## config.mk

```make
export PLATFORM = sky130hd
export DESIGN_NAME = ethpipe_ctrl_top
export DESIGN_NICKNAME = d
export VERILOG_FILES = /design/src/hdl/ethpipe_pkg.sv /design/src/hdl/global_timer.sv /design/src/hdl/axil_slave_fsm.sv /design/src/hdl/ctrl_regs.sv /design/src/hdl/local_time_capture.sv /design/src/hdl/ethpipe_ctrl_top.sv
export SDC_FILE = /design/constraint.sdc
export NUM_CORES = 1
export LEC_CHECK = 0
export ABC_AREA = 1
export BUFFER_PORTS_ARGS = -buffer_cell sky130_fd_sc_hd__buf_2
export CAP_MARGIN = 40
export CORE_MARGIN = 1
export CORE_UTILIZATION = 35
export CTS_BUF_LIST = sky130_fd_sc_hd__clkbuf_8
export CTS_CLUSTER_DIAMETER = 100
export DETAILED_ROUTE_END_ITERATION = 8
export SYNTH_ARGS = -nofsm -noshare
export SYNTH_HDL_FRONTEND = slang
export SYNTH_SLANG_ARGS = --single-unit
```

## constraint.sdc

```tcl
create_clock -name clk_125 -period 4.2 [get_ports clk_125]
set_input_delay 0.42 -clock clk_125 [delete_from_list [all_inputs] [get_ports clk_125]]
set_output_delay 0.42 -clock clk_125 [all_outputs]
set_load 0.1 [all_outputs]
```

## src/hdl/ethpipe_pkg.sv

```systemverilog
package ethpipe_pkg;

  // --------------------------------------------------------------------------
  // bus and datapath widths
  // --------------------------------------------------------------------------
  localparam int AXI_ADDR_W   = 8;
  localparam int AXI_DATA_W   = 32;
  localparam int AXI_STRB_W   = 4;
  localparam int COUNTER_W    = 64;
  localparam int LOCAL_TIME_W = 48;
  localparam int TX_PTR_W     = 14;
  localparam int DMA_LEN_W    = 22;
  localparam int DMA_ADDR_W   = 32;
  localparam int STATUS_W     = 8;
  // slot index in the local time window, up to 8 slots
  localparam int SLOT_IDX_W   = 3;

  // --------------------------------------------------------------------------
  // register map, byte offsets
  // --------------------------------------------------------------------------
  localparam logic [AXI_ADDR_W-1:0] REG_COUNTER_LO      = 8'h00;
  localparam logic [AXI_ADDR_W-1:0] REG_COUNTER_HI      = 8'h04;
  localparam logic [AXI_ADDR_W-1:0] REG_DMA_STATUS      = 8'h08;
  localparam logic [AXI_ADDR_W-1:0] REG_DMA_LENGTH      = 8'h0C;
  localparam logic [AXI_ADDR_W-1:0] REG_DMA_START       = 8'h10;
  localparam logic [AXI_ADDR_W-1:0] REG_TX_WR_PTR       = 8'h18;
  localparam logic [AXI_ADDR_W-1:0] REG_TX_RD_PTR       = 8'h1C;
  // slot n: low word at base + 8n, high 16 bits at base + 8n + 4
  localparam logic [AXI_ADDR_W-1:0] REG_LOCAL_TIME_BASE = 8'h80;

  localparam int STATUS_RX_EVENT_BIT = 3;

  localparam logic [DMA_LEN_W-1:0]  DMA_LENGTH_RST = 22'h01_0000;
  localparam logic [DMA_ADDR_W-1:0] DMA_START_RST  = 32'h1000_0000;

  localparam logic [1:0] RESP_OKAY = 2'b00;

  // byte-lane merge of a bus write into an existing word
  function automatic logic [AXI_DATA_W-1:0] byte_merge(
    input logic [AXI_DATA_W-1:0] old_word,
    input logic [AXI_DATA_W-1:0] new_word,
    input logic [AXI_STRB_W-1:0] strb
  );
    logic [AXI_DATA_W-1:0] res;
    res = old_word;
    for (int b = 0; b < AXI_STRB_W; b++) begin
      if (strb[b]) res[b*8 +: 8] = new_word[b*8 +: 8];
    end
    return res;
  endfunction

endpackage

```

## src/hdl/global_timer.sv

```systemverilog
module global_timer
  import ethpipe_pkg::*;
(
  input  logic                 clk_125,
  input  logic                 sys_rst,
  output logic [COUNTER_W-1:0] count_o
);

  logic [COUNTER_W-1:0] count_q;

  // system time base, shared by register reads and slot stamping
  // first cycle after reset reads zero
  always_ff @(posedge clk_125) begin
    if (sys_rst) begin
      count_q <= '0;
    end else begin
      count_q <= count_q + 1'b1;
    end
  end

  assign count_o = count_q;

endmodule

```

## src/hdl/axil_slave_fsm.sv

```systemverilog
module axil_slave_fsm
  import ethpipe_pkg::*;
(
  input  logic                  clk_125,
  input  logic                  sys_rst,
  // write address channel
  input  logic [AXI_ADDR_W-1:0] axil_awaddr_i,
  input  logic                  axil_awvalid_i,
  output logic                  axil_awready_o,
  // write data channel
  input  logic [AXI_DATA_W-1:0] axil_wdata_i,
  input  logic [AXI_STRB_W-1:0] axil_wstrb_i,
  input  logic                  axil_wvalid_i,
  output logic                  axil_wready_o,
  // write response channel
  output logic [1:0]            axil_bresp_o,
  output logic                  axil_bvalid_o,
  input  logic                  axil_bready_i,
  // read address channel
  input  logic [AXI_ADDR_W-1:0] axil_araddr_i,
  input  logic                  axil_arvalid_i,
  output logic                  axil_arready_o,
  // read data channel
  output logic [AXI_DATA_W-1:0] axil_rdata_o,
  output logic [1:0]            axil_rresp_o,
  output logic                  axil_rvalid_o,
  input  logic                  axil_rready_i,
  // register strobes
  output logic                  reg_wr_o,
  output logic                  reg_rd_o,
  output logic [AXI_ADDR_W-1:0] reg_addr_o,
  output logic [AXI_DATA_W-1:0] reg_wdata_o,
  output logic [AXI_STRB_W-1:0] reg_wstrb_o,
  input  logic [AXI_DATA_W-1:0] reg_rdata_i
);

  localparam logic [1:0] ST_IDLE    = 2'd0;
  localparam logic [1:0] ST_WR_RESP = 2'd1;
  localparam logic [1:0] ST_RD_RESP = 2'd2;

  logic [1:0]            state;
  logic                  idle;
  logic                  wr_pending;
  logic                  wr_acc;
  logic                  rd_acc;
  logic [AXI_DATA_W-1:0] rdata_q;

  // --------------------------------------------------------------------------
  // acceptance, writes win ties
  // --------------------------------------------------------------------------
  assign idle       = (state == ST_IDLE);
  assign wr_pending = axil_awvalid_i | axil_wvalid_i;
  assign wr_acc     = idle & axil_awvalid_i & axil_wvalid_i;
  assign rd_acc     = idle & axil_arvalid_i & ~wr_pending;

  // address and data are taken together
  assign axil_awready_o = wr_acc;
  assign axil_wready_o  = wr_acc;
  assign axil_arready_o = idle & ~wr_pending;

  // strobes live only for the accept cycle
  assign reg_wr_o    = wr_acc;
  assign reg_rd_o    = rd_acc;
  assign reg_addr_o  = wr_acc ? axil_awaddr_i : axil_araddr_i;
  assign reg_wdata_o = axil_wdata_i;
  assign reg_wstrb_o = axil_wstrb_i;

  always_ff @(posedge clk_125) begin
    if (sys_rst) begin
      state <= ST_IDLE;
    end else begin
      case (state)
        ST_IDLE: begin
          if (wr_acc) state <= ST_WR_RESP;
          else if (rd_acc) state <= ST_RD_RESP;
        end
        ST_WR_RESP: if (axil_bready_i) state <= ST_IDLE;
        ST_RD_RESP: if (axil_rready_i) state <= ST_IDLE;
        default: state <= ST_IDLE;
      endcase
    end
  end

  // read word captured on the accept edge, held until rready
  always_ff @(posedge clk_125) begin
    if (rd_acc) rdata_q <= reg_rdata_i;
  end

  // --------------------------------------------------------------------------
  // response channels
  // --------------------------------------------------------------------------
  assign axil_bvalid_o = (state == ST_WR_RESP);
  assign axil_bresp_o  = RESP_OKAY;
  assign axil_rvalid_o = (state == ST_RD_RESP);
  assign axil_rresp_o  = RESP_OKAY;
  assign axil_rdata_o  = rdata_q;

endmodule

```

## src/hdl/ctrl_regs.sv

```systemverilog
module ctrl_regs
  import ethpipe_pkg::*;
#(
  parameter int NUM_SLOTS = 7
) (
  input  logic                  clk_125,
  input  logic                  sys_rst,
  // register strobes from the bus slave
  input  logic                  reg_wr_i,
  input  logic                  reg_rd_i,
  input  logic [AXI_ADDR_W-1:0] reg_addr_i,
  input  logic [AXI_DATA_W-1:0] reg_wdata_i,
  input  logic [AXI_STRB_W-1:0] reg_wstrb_i,
  output logic [AXI_DATA_W-1:0] reg_rdata_o,
  input  logic [COUNTER_W-1:0]  count_i,
  input  logic                  rx_event_i,
  input  logic [TX_PTR_W-1:0]   tx_rd_ptr_i,
  // local time slot port
  output logic                  slot_wr_o,
  output logic [SLOT_IDX_W-1:0] slot_idx_o,
  output logic                  slot_hi_o,
  output logic [AXI_DATA_W-1:0] slot_wdata_o,
  output logic [AXI_STRB_W-1:0] slot_wstrb_o,
  input  logic [AXI_DATA_W-1:0] slot_rdata_i,
  // DMA and transmit control
  output logic [DMA_LEN_W-1:0]  dma_length_o,
  output logic [DMA_ADDR_W-1:0] dma_start_o,
  output logic                  dma_load_o,
  output logic [TX_PTR_W-1:0]   tx_wr_ptr_o,
  output logic                  sys_intr_o
);

  logic [STATUS_W-1:0]     dma_status;
  logic [DMA_LEN_W-1:2]    dma_length;
  logic [DMA_ADDR_W-1:2]   dma_start;
  logic [TX_PTR_W-1:0]     tx_wr_ptr;
  logic                    dma_load;
  logic [AXI_ADDR_W-3:0]   word_addr;
  logic                    slot_hit;
  logic [AXI_DATA_W-1:0]   status_nxt;
  logic [AXI_DATA_W-1:0]   length_nxt;
  logic [AXI_DATA_W-1:0]   start_nxt;
  logic [AXI_DATA_W-1:0]   wr_ptr_nxt;
  logic [AXI_DATA_W-1:0]   rd_word;

  assign word_addr = reg_addr_i[AXI_ADDR_W-1:2];

  // local time window, 8 bytes per slot
  assign slot_hit = (reg_addr_i[7:6] == REG_LOCAL_TIME_BASE[7:6]) &&
                    ({1'b0, reg_addr_i[5:3]} < NUM_SLOTS);

  assign slot_wr_o    = reg_wr_i & slot_hit;
  assign slot_idx_o   = reg_addr_i[5:3];
  assign slot_hi_o    = reg_addr_i[2];
  assign slot_wdata_o = reg_wdata_i;
  assign slot_wstrb_o = reg_wstrb_i;

  // --------------------------------------------------------------------------
  // write side
  // --------------------------------------------------------------------------
  always_comb begin
    status_nxt = byte_merge({{(AXI_DATA_W-STATUS_W){1'b0}}, dma_status},
                            reg_wdata_i, reg_wstrb_i);
    length_nxt = byte_merge({{(AXI_DATA_W-DMA_LEN_W){1'b0}}, dma_length, 2'b00},
                            reg_wdata_i, reg_wstrb_i);
    start_nxt  = byte_merge({dma_start, 2'b00}, reg_wdata_i, reg_wstrb_i);
    wr_ptr_nxt = byte_merge({{(AXI_DATA_W-TX_PTR_W){1'b0}}, tx_wr_ptr},
                            reg_wdata_i, reg_wstrb_i);
  end

  always_ff @(posedge clk_125) begin
    if (sys_rst) begin
      dma_status <= '0;
      dma_length <= DMA_LENGTH_RST[DMA_LEN_W-1:2];
      dma_start  <= DMA_START_RST[DMA_ADDR_W-1:2];
      tx_wr_ptr  <= '0;
      dma_load   <= 1'b0;
    end else begin
      dma_load <= 1'b0;
      if (reg_wr_i) begin
        case (word_addr)
          REG_DMA_STATUS[AXI_ADDR_W-1:2]: dma_status <= status_nxt[STATUS_W-1:0];
          REG_DMA_LENGTH[AXI_ADDR_W-1:2]: begin
            dma_length <= length_nxt[DMA_LEN_W-1:2];
            dma_load   <= 1'b1;
          end
          REG_DMA_START[AXI_ADDR_W-1:2]: begin
            dma_start <= start_nxt[DMA_ADDR_W-1:2];
            dma_load  <= 1'b1;
          end
          REG_TX_WR_PTR[AXI_ADDR_W-1:2]: tx_wr_ptr <= wr_ptr_nxt[TX_PTR_W-1:0];
          default: ;
        endcase
      end
      // receive event beats a same-cycle status write
      if (rx_event_i) dma_status[STATUS_RX_EVENT_BIT] <= 1'b1;
    end
  end

  // --------------------------------------------------------------------------
  // read side
  // --------------------------------------------------------------------------
  always_comb begin
    rd_word = '0;
    if (slot_hit) begin
      rd_word = slot_rdata_i;
    end else begin
      case (word_addr)
        REG_COUNTER_LO[AXI_ADDR_W-1:2]: rd_word = count_i[31:0];
        REG_COUNTER_HI[AXI_ADDR_W-1:2]: rd_word = count_i[COUNTER_W-1:32];
        REG_DMA_STATUS[AXI_ADDR_W-1:2]: rd_word[STATUS_W-1:0] = dma_status;
        REG_DMA_LENGTH[AXI_ADDR_W-1:2]: rd_word[DMA_LEN_W-1:0] = {dma_length, 2'b00};
        REG_DMA_START[AXI_ADDR_W-1:2]:  rd_word = {dma_start, 2'b00};
        REG_TX_WR_PTR[AXI_ADDR_W-1:2]:  rd_word[TX_PTR_W-1:0] = tx_wr_ptr;
        REG_TX_RD_PTR[AXI_ADDR_W-1:2]:  rd_word[TX_PTR_W-1:0] = tx_rd_ptr_i;
        default: rd_word = '0;
      endcase
    end
  end

  // only a read strobe puts a word on the return path
  assign reg_rdata_o = reg_rd_i ? rd_word : '0;

  assign dma_length_o = {dma_length, 2'b00};
  assign dma_start_o  = {dma_start, 2'b00};
  assign dma_load_o   = dma_load;
  assign tx_wr_ptr_o  = tx_wr_ptr;
  assign sys_intr_o   = dma_status[STATUS_RX_EVENT_BIT];

endmodule

```

## src/hdl/local_time_capture.sv

```systemverilog
module local_time_capture
  import ethpipe_pkg::*;
#(
  parameter int                      NUM_SLOTS   = 7,
  parameter logic [LOCAL_TIME_W-1:0] CAPTURE_ADJ = 48'd3
) (
  input  logic                  clk_125,
  input  logic                  sys_rst,
  input  logic [COUNTER_W-1:0]  count_i,
  input  logic [NUM_SLOTS-1:0]  time_req_i,
  input  logic                  slot_wr_i,
  input  logic [SLOT_IDX_W-1:0] slot_idx_i,
  input  logic                  slot_hi_i,
  input  logic [AXI_DATA_W-1:0] slot_wdata_i,
  input  logic [AXI_STRB_W-1:0] slot_wstrb_i,
  output logic [AXI_DATA_W-1:0] slot_rdata_o
);

  logic [LOCAL_TIME_W-1:0] slot_q [NUM_SLOTS];
  logic [NUM_SLOTS-1:0]    pending;
  logic [NUM_SLOTS-1:0]    stamp_sel;
  logic [LOCAL_TIME_W-1:0] stamp_val;
  logic [AXI_DATA_W-1:0]   cur_word;
  logic [AXI_DATA_W-1:0]   merged_word;

  // stamp the lowest pending slot unless software writes a slot
  assign stamp_sel = slot_wr_i ? '0 : (pending & (~pending + 1'b1));
  assign stamp_val = count_i[LOCAL_TIME_W-1:0] - CAPTURE_ADJ;

  // addressed word with the high half zero-extended to 32 bits
  always_comb begin
    cur_word = '0;
    if ({1'b0, slot_idx_i} < NUM_SLOTS) begin
      if (slot_hi_i) cur_word[LOCAL_TIME_W-33:0] = slot_q[slot_idx_i][LOCAL_TIME_W-1:32];
      else cur_word = slot_q[slot_idx_i][31:0];
    end
    merged_word = byte_merge(cur_word, slot_wdata_i, slot_wstrb_i);
  end

  assign slot_rdata_o = cur_word;

  always_ff @(posedge clk_125) begin
    if (sys_rst) begin
      pending <= '0;
      for (int i = 0; i < NUM_SLOTS; i++) slot_q[i] <= '0;
    end else begin
      // new requests are kept even when their slot is stamped this cycle
      pending <= (pending & ~stamp_sel) | time_req_i;
      for (int i = 0; i < NUM_SLOTS; i++) begin
        if (stamp_sel[i]) begin
          slot_q[i] <= stamp_val;
        end else if (slot_wr_i && (slot_idx_i == i)) begin
          if (slot_hi_i) slot_q[i][LOCAL_TIME_W-1:32] <= merged_word[LOCAL_TIME_W-33:0];
          else slot_q[i][31:0] <= merged_word;
        end
      end
    end
  end

endmodule

```

## src/hdl/ethpipe_ctrl_top.sv

```systemverilog
module ethpipe_ctrl_top
  import ethpipe_pkg::*;
#(
  parameter int                      NUM_SLOTS   = 7,
  parameter logic [LOCAL_TIME_W-1:0] CAPTURE_ADJ = 48'd3
) (
  input  logic                  clk_125,
  input  logic                  sys_rst,
  // AXI4-Lite slave
  input  logic [AXI_ADDR_W-1:0] axil_awaddr_i,
  input  logic                  axil_awvalid_i,
  output logic                  axil_awready_o,
  input  logic [AXI_DATA_W-1:0] axil_wdata_i,
  input  logic [AXI_STRB_W-1:0] axil_wstrb_i,
  input  logic                  axil_wvalid_i,
  output logic                  axil_wready_o,
  output logic [1:0]            axil_bresp_o,
  output logic                  axil_bvalid_o,
  input  logic                  axil_bready_i,
  input  logic [AXI_ADDR_W-1:0] axil_araddr_i,
  input  logic                  axil_arvalid_i,
  output logic                  axil_arready_o,
  output logic [AXI_DATA_W-1:0] axil_rdata_o,
  output logic [1:0]            axil_rresp_o,
  output logic                  axil_rvalid_o,
  input  logic                  axil_rready_i,
  // pipe side
  input  logic                  rx_event_i,
  input  logic [TX_PTR_W-1:0]   tx_rd_ptr_i,
  input  logic [NUM_SLOTS-1:0]  time_req_i,
  output logic [DMA_LEN_W-1:0]  dma_length_o,
  output logic [DMA_ADDR_W-1:0] dma_start_o,
  output logic                  dma_load_o,
  output logic [TX_PTR_W-1:0]   tx_wr_ptr_o,
  output logic                  sys_intr_o
);

  logic                  reg_wr;
  logic                  reg_rd;
  logic [AXI_ADDR_W-1:0] reg_addr;
  logic [AXI_DATA_W-1:0] reg_wdata;
  logic [AXI_STRB_W-1:0] reg_wstrb;
  logic [AXI_DATA_W-1:0] reg_rdata;
  logic [COUNTER_W-1:0]  count;
  logic                  slot_wr;
  logic [SLOT_IDX_W-1:0] slot_idx;
  logic                  slot_hi;
  logic [AXI_DATA_W-1:0] slot_wdata;
  logic [AXI_STRB_W-1:0] slot_wstrb;
  logic [AXI_DATA_W-1:0] slot_rdata;

  axil_slave_fsm axil_slave_fsm_i (
    .clk_125(clk_125), .sys_rst(sys_rst),
    .axil_awaddr_i(axil_awaddr_i), .axil_awvalid_i(axil_awvalid_i),
    .axil_awready_o(axil_awready_o),
    .axil_wdata_i(axil_wdata_i), .axil_wstrb_i(axil_wstrb_i),
    .axil_wvalid_i(axil_wvalid_i), .axil_wready_o(axil_wready_o),
    .axil_bresp_o(axil_bresp_o), .axil_bvalid_o(axil_bvalid_o),
    .axil_bready_i(axil_bready_i),
    .axil_araddr_i(axil_araddr_i), .axil_arvalid_i(axil_arvalid_i),
    .axil_arready_o(axil_arready_o),
    .axil_rdata_o(axil_rdata_o), .axil_rresp_o(axil_rresp_o),
    .axil_rvalid_o(axil_rvalid_o), .axil_rready_i(axil_rready_i),
    .reg_wr_o(reg_wr), .reg_rd_o(reg_rd), .reg_addr_o(reg_addr),
    .reg_wdata_o(reg_wdata), .reg_wstrb_o(reg_wstrb), .reg_rdata_i(reg_rdata)
  );

  global_timer global_timer_i (
    .clk_125(clk_125), .sys_rst(sys_rst), .count_o(count)
  );

  ctrl_regs #(.NUM_SLOTS(NUM_SLOTS)) ctrl_regs_i (
    .clk_125(clk_125), .sys_rst(sys_rst),
    .reg_wr_i(reg_wr), .reg_rd_i(reg_rd), .reg_addr_i(reg_addr),
    .reg_wdata_i(reg_wdata), .reg_wstrb_i(reg_wstrb), .reg_rdata_o(reg_rdata),
    .count_i(count), .rx_event_i(rx_event_i), .tx_rd_ptr_i(tx_rd_ptr_i),
    .slot_wr_o(slot_wr), .slot_idx_o(slot_idx), .slot_hi_o(slot_hi),
    .slot_wdata_o(slot_wdata), .slot_wstrb_o(slot_wstrb), .slot_rdata_i(slot_rdata),
    .dma_length_o(dma_length_o), .dma_start_o(dma_start_o), .dma_load_o(dma_load_o),
    .tx_wr_ptr_o(tx_wr_ptr_o), .sys_intr_o(sys_intr_o)
  );

  local_time_capture #(
    .NUM_SLOTS(NUM_SLOTS),
    .CAPTURE_ADJ(CAPTURE_ADJ)
  ) local_time_capture_i (
    .clk_125(clk_125), .sys_rst(sys_rst),
    .count_i(count), .time_req_i(time_req_i),
    .slot_wr_i(slot_wr), .slot_idx_i(slot_idx), .slot_hi_i(slot_hi),
    .slot_wdata_i(slot_wdata), .slot_wstrb_i(slot_wstrb), .slot_rdata_o(slot_rdata)
  );

endmodule

```

==> results.json <==
{
  "drive_gt1_frac": 0.134,
  "grt.total_usage": 0.267,
  "clkTransAtPathRegs_ns": 0.06,
  "start_kind": "register",
  "overflow": 0,
  "place_inst": 5026,
  "synth_cells": 3886,
  "combPwrFrac": 0.166,
  "core_area_mm2": 0.0821,
  "p_leak_nw": 14.8,
  "first_pass_iters": 6,
  "setup_viol": 0,
  "p_seq_frac": 0.470,
  "fin_skew_ns": 0.0406,
  "grt_pass1_wl_um": 167000,
  "synth-seq-cells": 514,
  "num_rows": 105,
  "drc_errors": 0,
  "ys_warn_count": 0,
  "slew_violations": 0,
  "vias": 28100,
  "fin_crit_ns": 3.39,
  "cts_sinks": 514,
  "timing.slew.headroom": 0.346,
  "cts-resized-gates": 0,
  "antenna_left": 0,
  "status": "finished, final reports clean",
  "synth_ff_type": "edfxtp_1",
  "internal_power_w": 0.00851,
  "routed_via_density": 5.39,
  "p_clk_frac": 0.364,
  "synthArstFlopShare": 0,
  "routed_wl_um": 115000,
  "power_switching_w": 0.00389,
  "period_share": 0.808,
  "postCtsHoldBufs": 24,
  "max_cap_viol_count": 0,
  "htreeDepth": 3,
  "dpl.hpwl_um": 79000,
  "cts_root_buf": "clkbuf_8",
  "drtIter0Drc": 3513,
  "total_power_w": 0.0124,
  "worst_pin_slew_ns": 0.978,
  "syn_avg_cell_area_um2": 7.47,
  "powerDensity_mw_per_mm2": 375,
  "grt_pass1_vias": 26200,
  "irDropWorstVdd_v": 0.000223,
  "die_w_um": 290,
  "post_cts_buffers": 0,
  "critical_path.max_fanout": 7,
  "min_path_type": "in2reg",
  "synth.cell_area_mm2": 0.0290,
  "p_sw_frac": 0.314,
  "grt_antenna_before_repair": 7,
  "max_freq_mhz": 295,
  "wire_per_inst_um": 22.0,
  "io_buffers": 179,
  "initial_core_util": 0.353,
  "ys_types": 48,
  "numCtsBuffers": 91,
  "dieArea_mm2": 0.0841,
  "insertion_delay_ns": 0.70,
  "synth-seq-area-share": 0.482,
  "grt_max_degree": 81,
  "arrival_ns": 3.95,
  "synth_edf_count": 368,
  "syn2layout_area_growth_pct": 14.0,
  "timing.setup.tns_ns": 0,
  "cts.path.max_buffers": 3,
  "hold_viol": 0,
  "ioPinCount": 192,
  "cts_tree": "built",
  "fin_cells": 5218,
  "die_h_um": 290,
  "end_kind": "register",
  "crit_type": "reg2reg",
  "place.gp.congestion": 0.967,
  "nNetsFinal": 4155,
  "rsz0062_at_grt": "false",
  "cp.required_ns": 4.76
}
final cells by class:
cell class,instances,area (um2)
Sequential cell,514,14000
Antenna cell,3,7.51
Tap cell,1070,1340
Fill cell,8373,49000
Clock inverter,64,305
Clock buffer,101,1390
Inverter,336,1260
Timing Repair Buffer,308,2070
Multi-Input combinational cell,2822,12700
critical path, cell delays in order (launching register included):
cell and delay [ns]:
dfxtp_1 0.43, ha_1 0.34, inv_1 0.10, nand4_1 0.19, nor3_2 0.39, nand2_1 0.28
nor2_1 0.34, nand4_1 0.16, xor2_1 0.79, nand2_1 0.11, nand2_1 0.11
logic make-up after synthesis:
family	count (synthesis)	synth area share
and+or+nand+nor	2386	0.351
buffers and inverters	557	0.0817
DFF	514	0.482
AOI/OAI and AO/OA	377	0.0697
xor gates and xnor gates	50	0.0151
adders and majority gates	1	0.000431
other	1	0.000129
cell usage in the layout (no fill, tap or decap), drive strengths merged, types with 7 or more instances in the layout:
cell         instances
nand2             1372
nor2               429
nand3              385
edfxtp             368
inv                363
buf                284
o21ai              186
dfxtp              146
a21oi              142
clkbuf             101
or2                 73
nor3                64
xor2                48
nand4               40
clkinv              36
o22ai               32
dlygate4sd3         24
nor4                11
conb                 8
o2111ai              7
registers in the layout, indices dropped and copies added (netlist names):
| name | cells |
|---|---|
| global_timer_i.count_o | 64 |
| ctrl_regs_i.dma_length | 20 |
| local_time_capture_i.pending | 7 |
| local_time_capture_i.slot_q | 336 |
| ctrl_regs_i.dma_load_o | 1 |
| ctrl_regs_i.dma_start | 30 |
| axil_slave_fsm_i.axil_rdata_o | 32 |
| ctrl_regs_i.dma_status | 8 |
| ctrl_regs_i.tx_wr_ptr_o | 14 |
| axil_slave_fsm_i.state | 2 |
cell usage after synthesis (8+ instances only):
library cell / count / share of area
a21oi_1: 142 / 0.024
o22ai_1: 32 / 0.0069
nor4_1: 11 / 0.0024
nand2_2: 21 / 0.0045
nor2_4: 10 / 0.0039
nand3_1: 368 / 0.063
or2_0: 8 / 0.0017
nand2_1: 1344 / 0.17
buf_2: 90 / 0.016
nor2_2: 9 / 0.0019
clkbuf_1: 56 / 0.0072
buf_4: 36 / 0.0093
o21ai_0: 149 / 0.026
or2_2: 54 / 0.012
inv_2: 11 / 0.0014
edfxtp_1: 368 / 0.38
xor2_1: 48 / 0.014
o21ai_1: 28 / 0.0048
buf_1: 33 / 0.0043
nor2_1: 410 / 0.053
nand3_2: 16 / 0.0055
dfxtp_1: 146 / 0.10
nor3_1: 61 / 0.011
nand4_1: 40 / 0.0086
o21ai_2: 8 / 0.0024
inv_1: 320 / 0.041
or2_1: 11 / 0.0024
power groups by stage:
stage / logic [W] / clock network, W / registers (W)
after CTS: 0.00202 / 0.00455 / 0.00583
after global routing: 0.00219 / 0.00475 / 0.00585
after global placement: 0.00195 / 0 / 0.00592
after floorplan: 0.00116 / 0 / 0.00600
after detailed placement: 0.00199 / 0 / 0.00593
final: 0.00206 / 0.00451 / 0.00583
path summary, 6_finish.rpt:
check             slack (ns)  cells past startpoint                       from                                 end
setup / recovery        0.81                     10  global_timer_i.count_o[0]  local_time_capture_i.slot_q[1][46]
hold / removal          0.05                      3           axil_wdata_i[25]           ctrl_regs_i.dma_start[25]
setup reg to reg        0.81                     10  global_timer_i.count_o[0]  local_time_capture_i.slot_q[1][46]
hold reg to reg         0.46                      2  ctrl_regs_i.dma_status[2]           ctrl_regs_i.dma_status[2]
per-layer routing:
metal,GRT usage,vias to the layer above,routed length (um)
met1,0.361,13200,46900
met5,0,-,27
li1,-,13000,-
met4,0.115,4,5150
met2,0.413,1577,50400
met3,0.0530,332,12400
per-stage QoR:
stage	hold WS, ns	setup slack (ns)	area [um2]	util
after floorplan	0.430	0.283	29000	-
after global placement	0.441	0.506	31000	0.377
after detailed placement	0.449	0.730	31100	0.379
after CTS	0.000602	0.959	33100	0.403
after global routing	0.0371	0.651	33100	0.403
final	0.0505	0.806	33100	0.403
No activity file was read; power rests on OpenSTA's default activity.
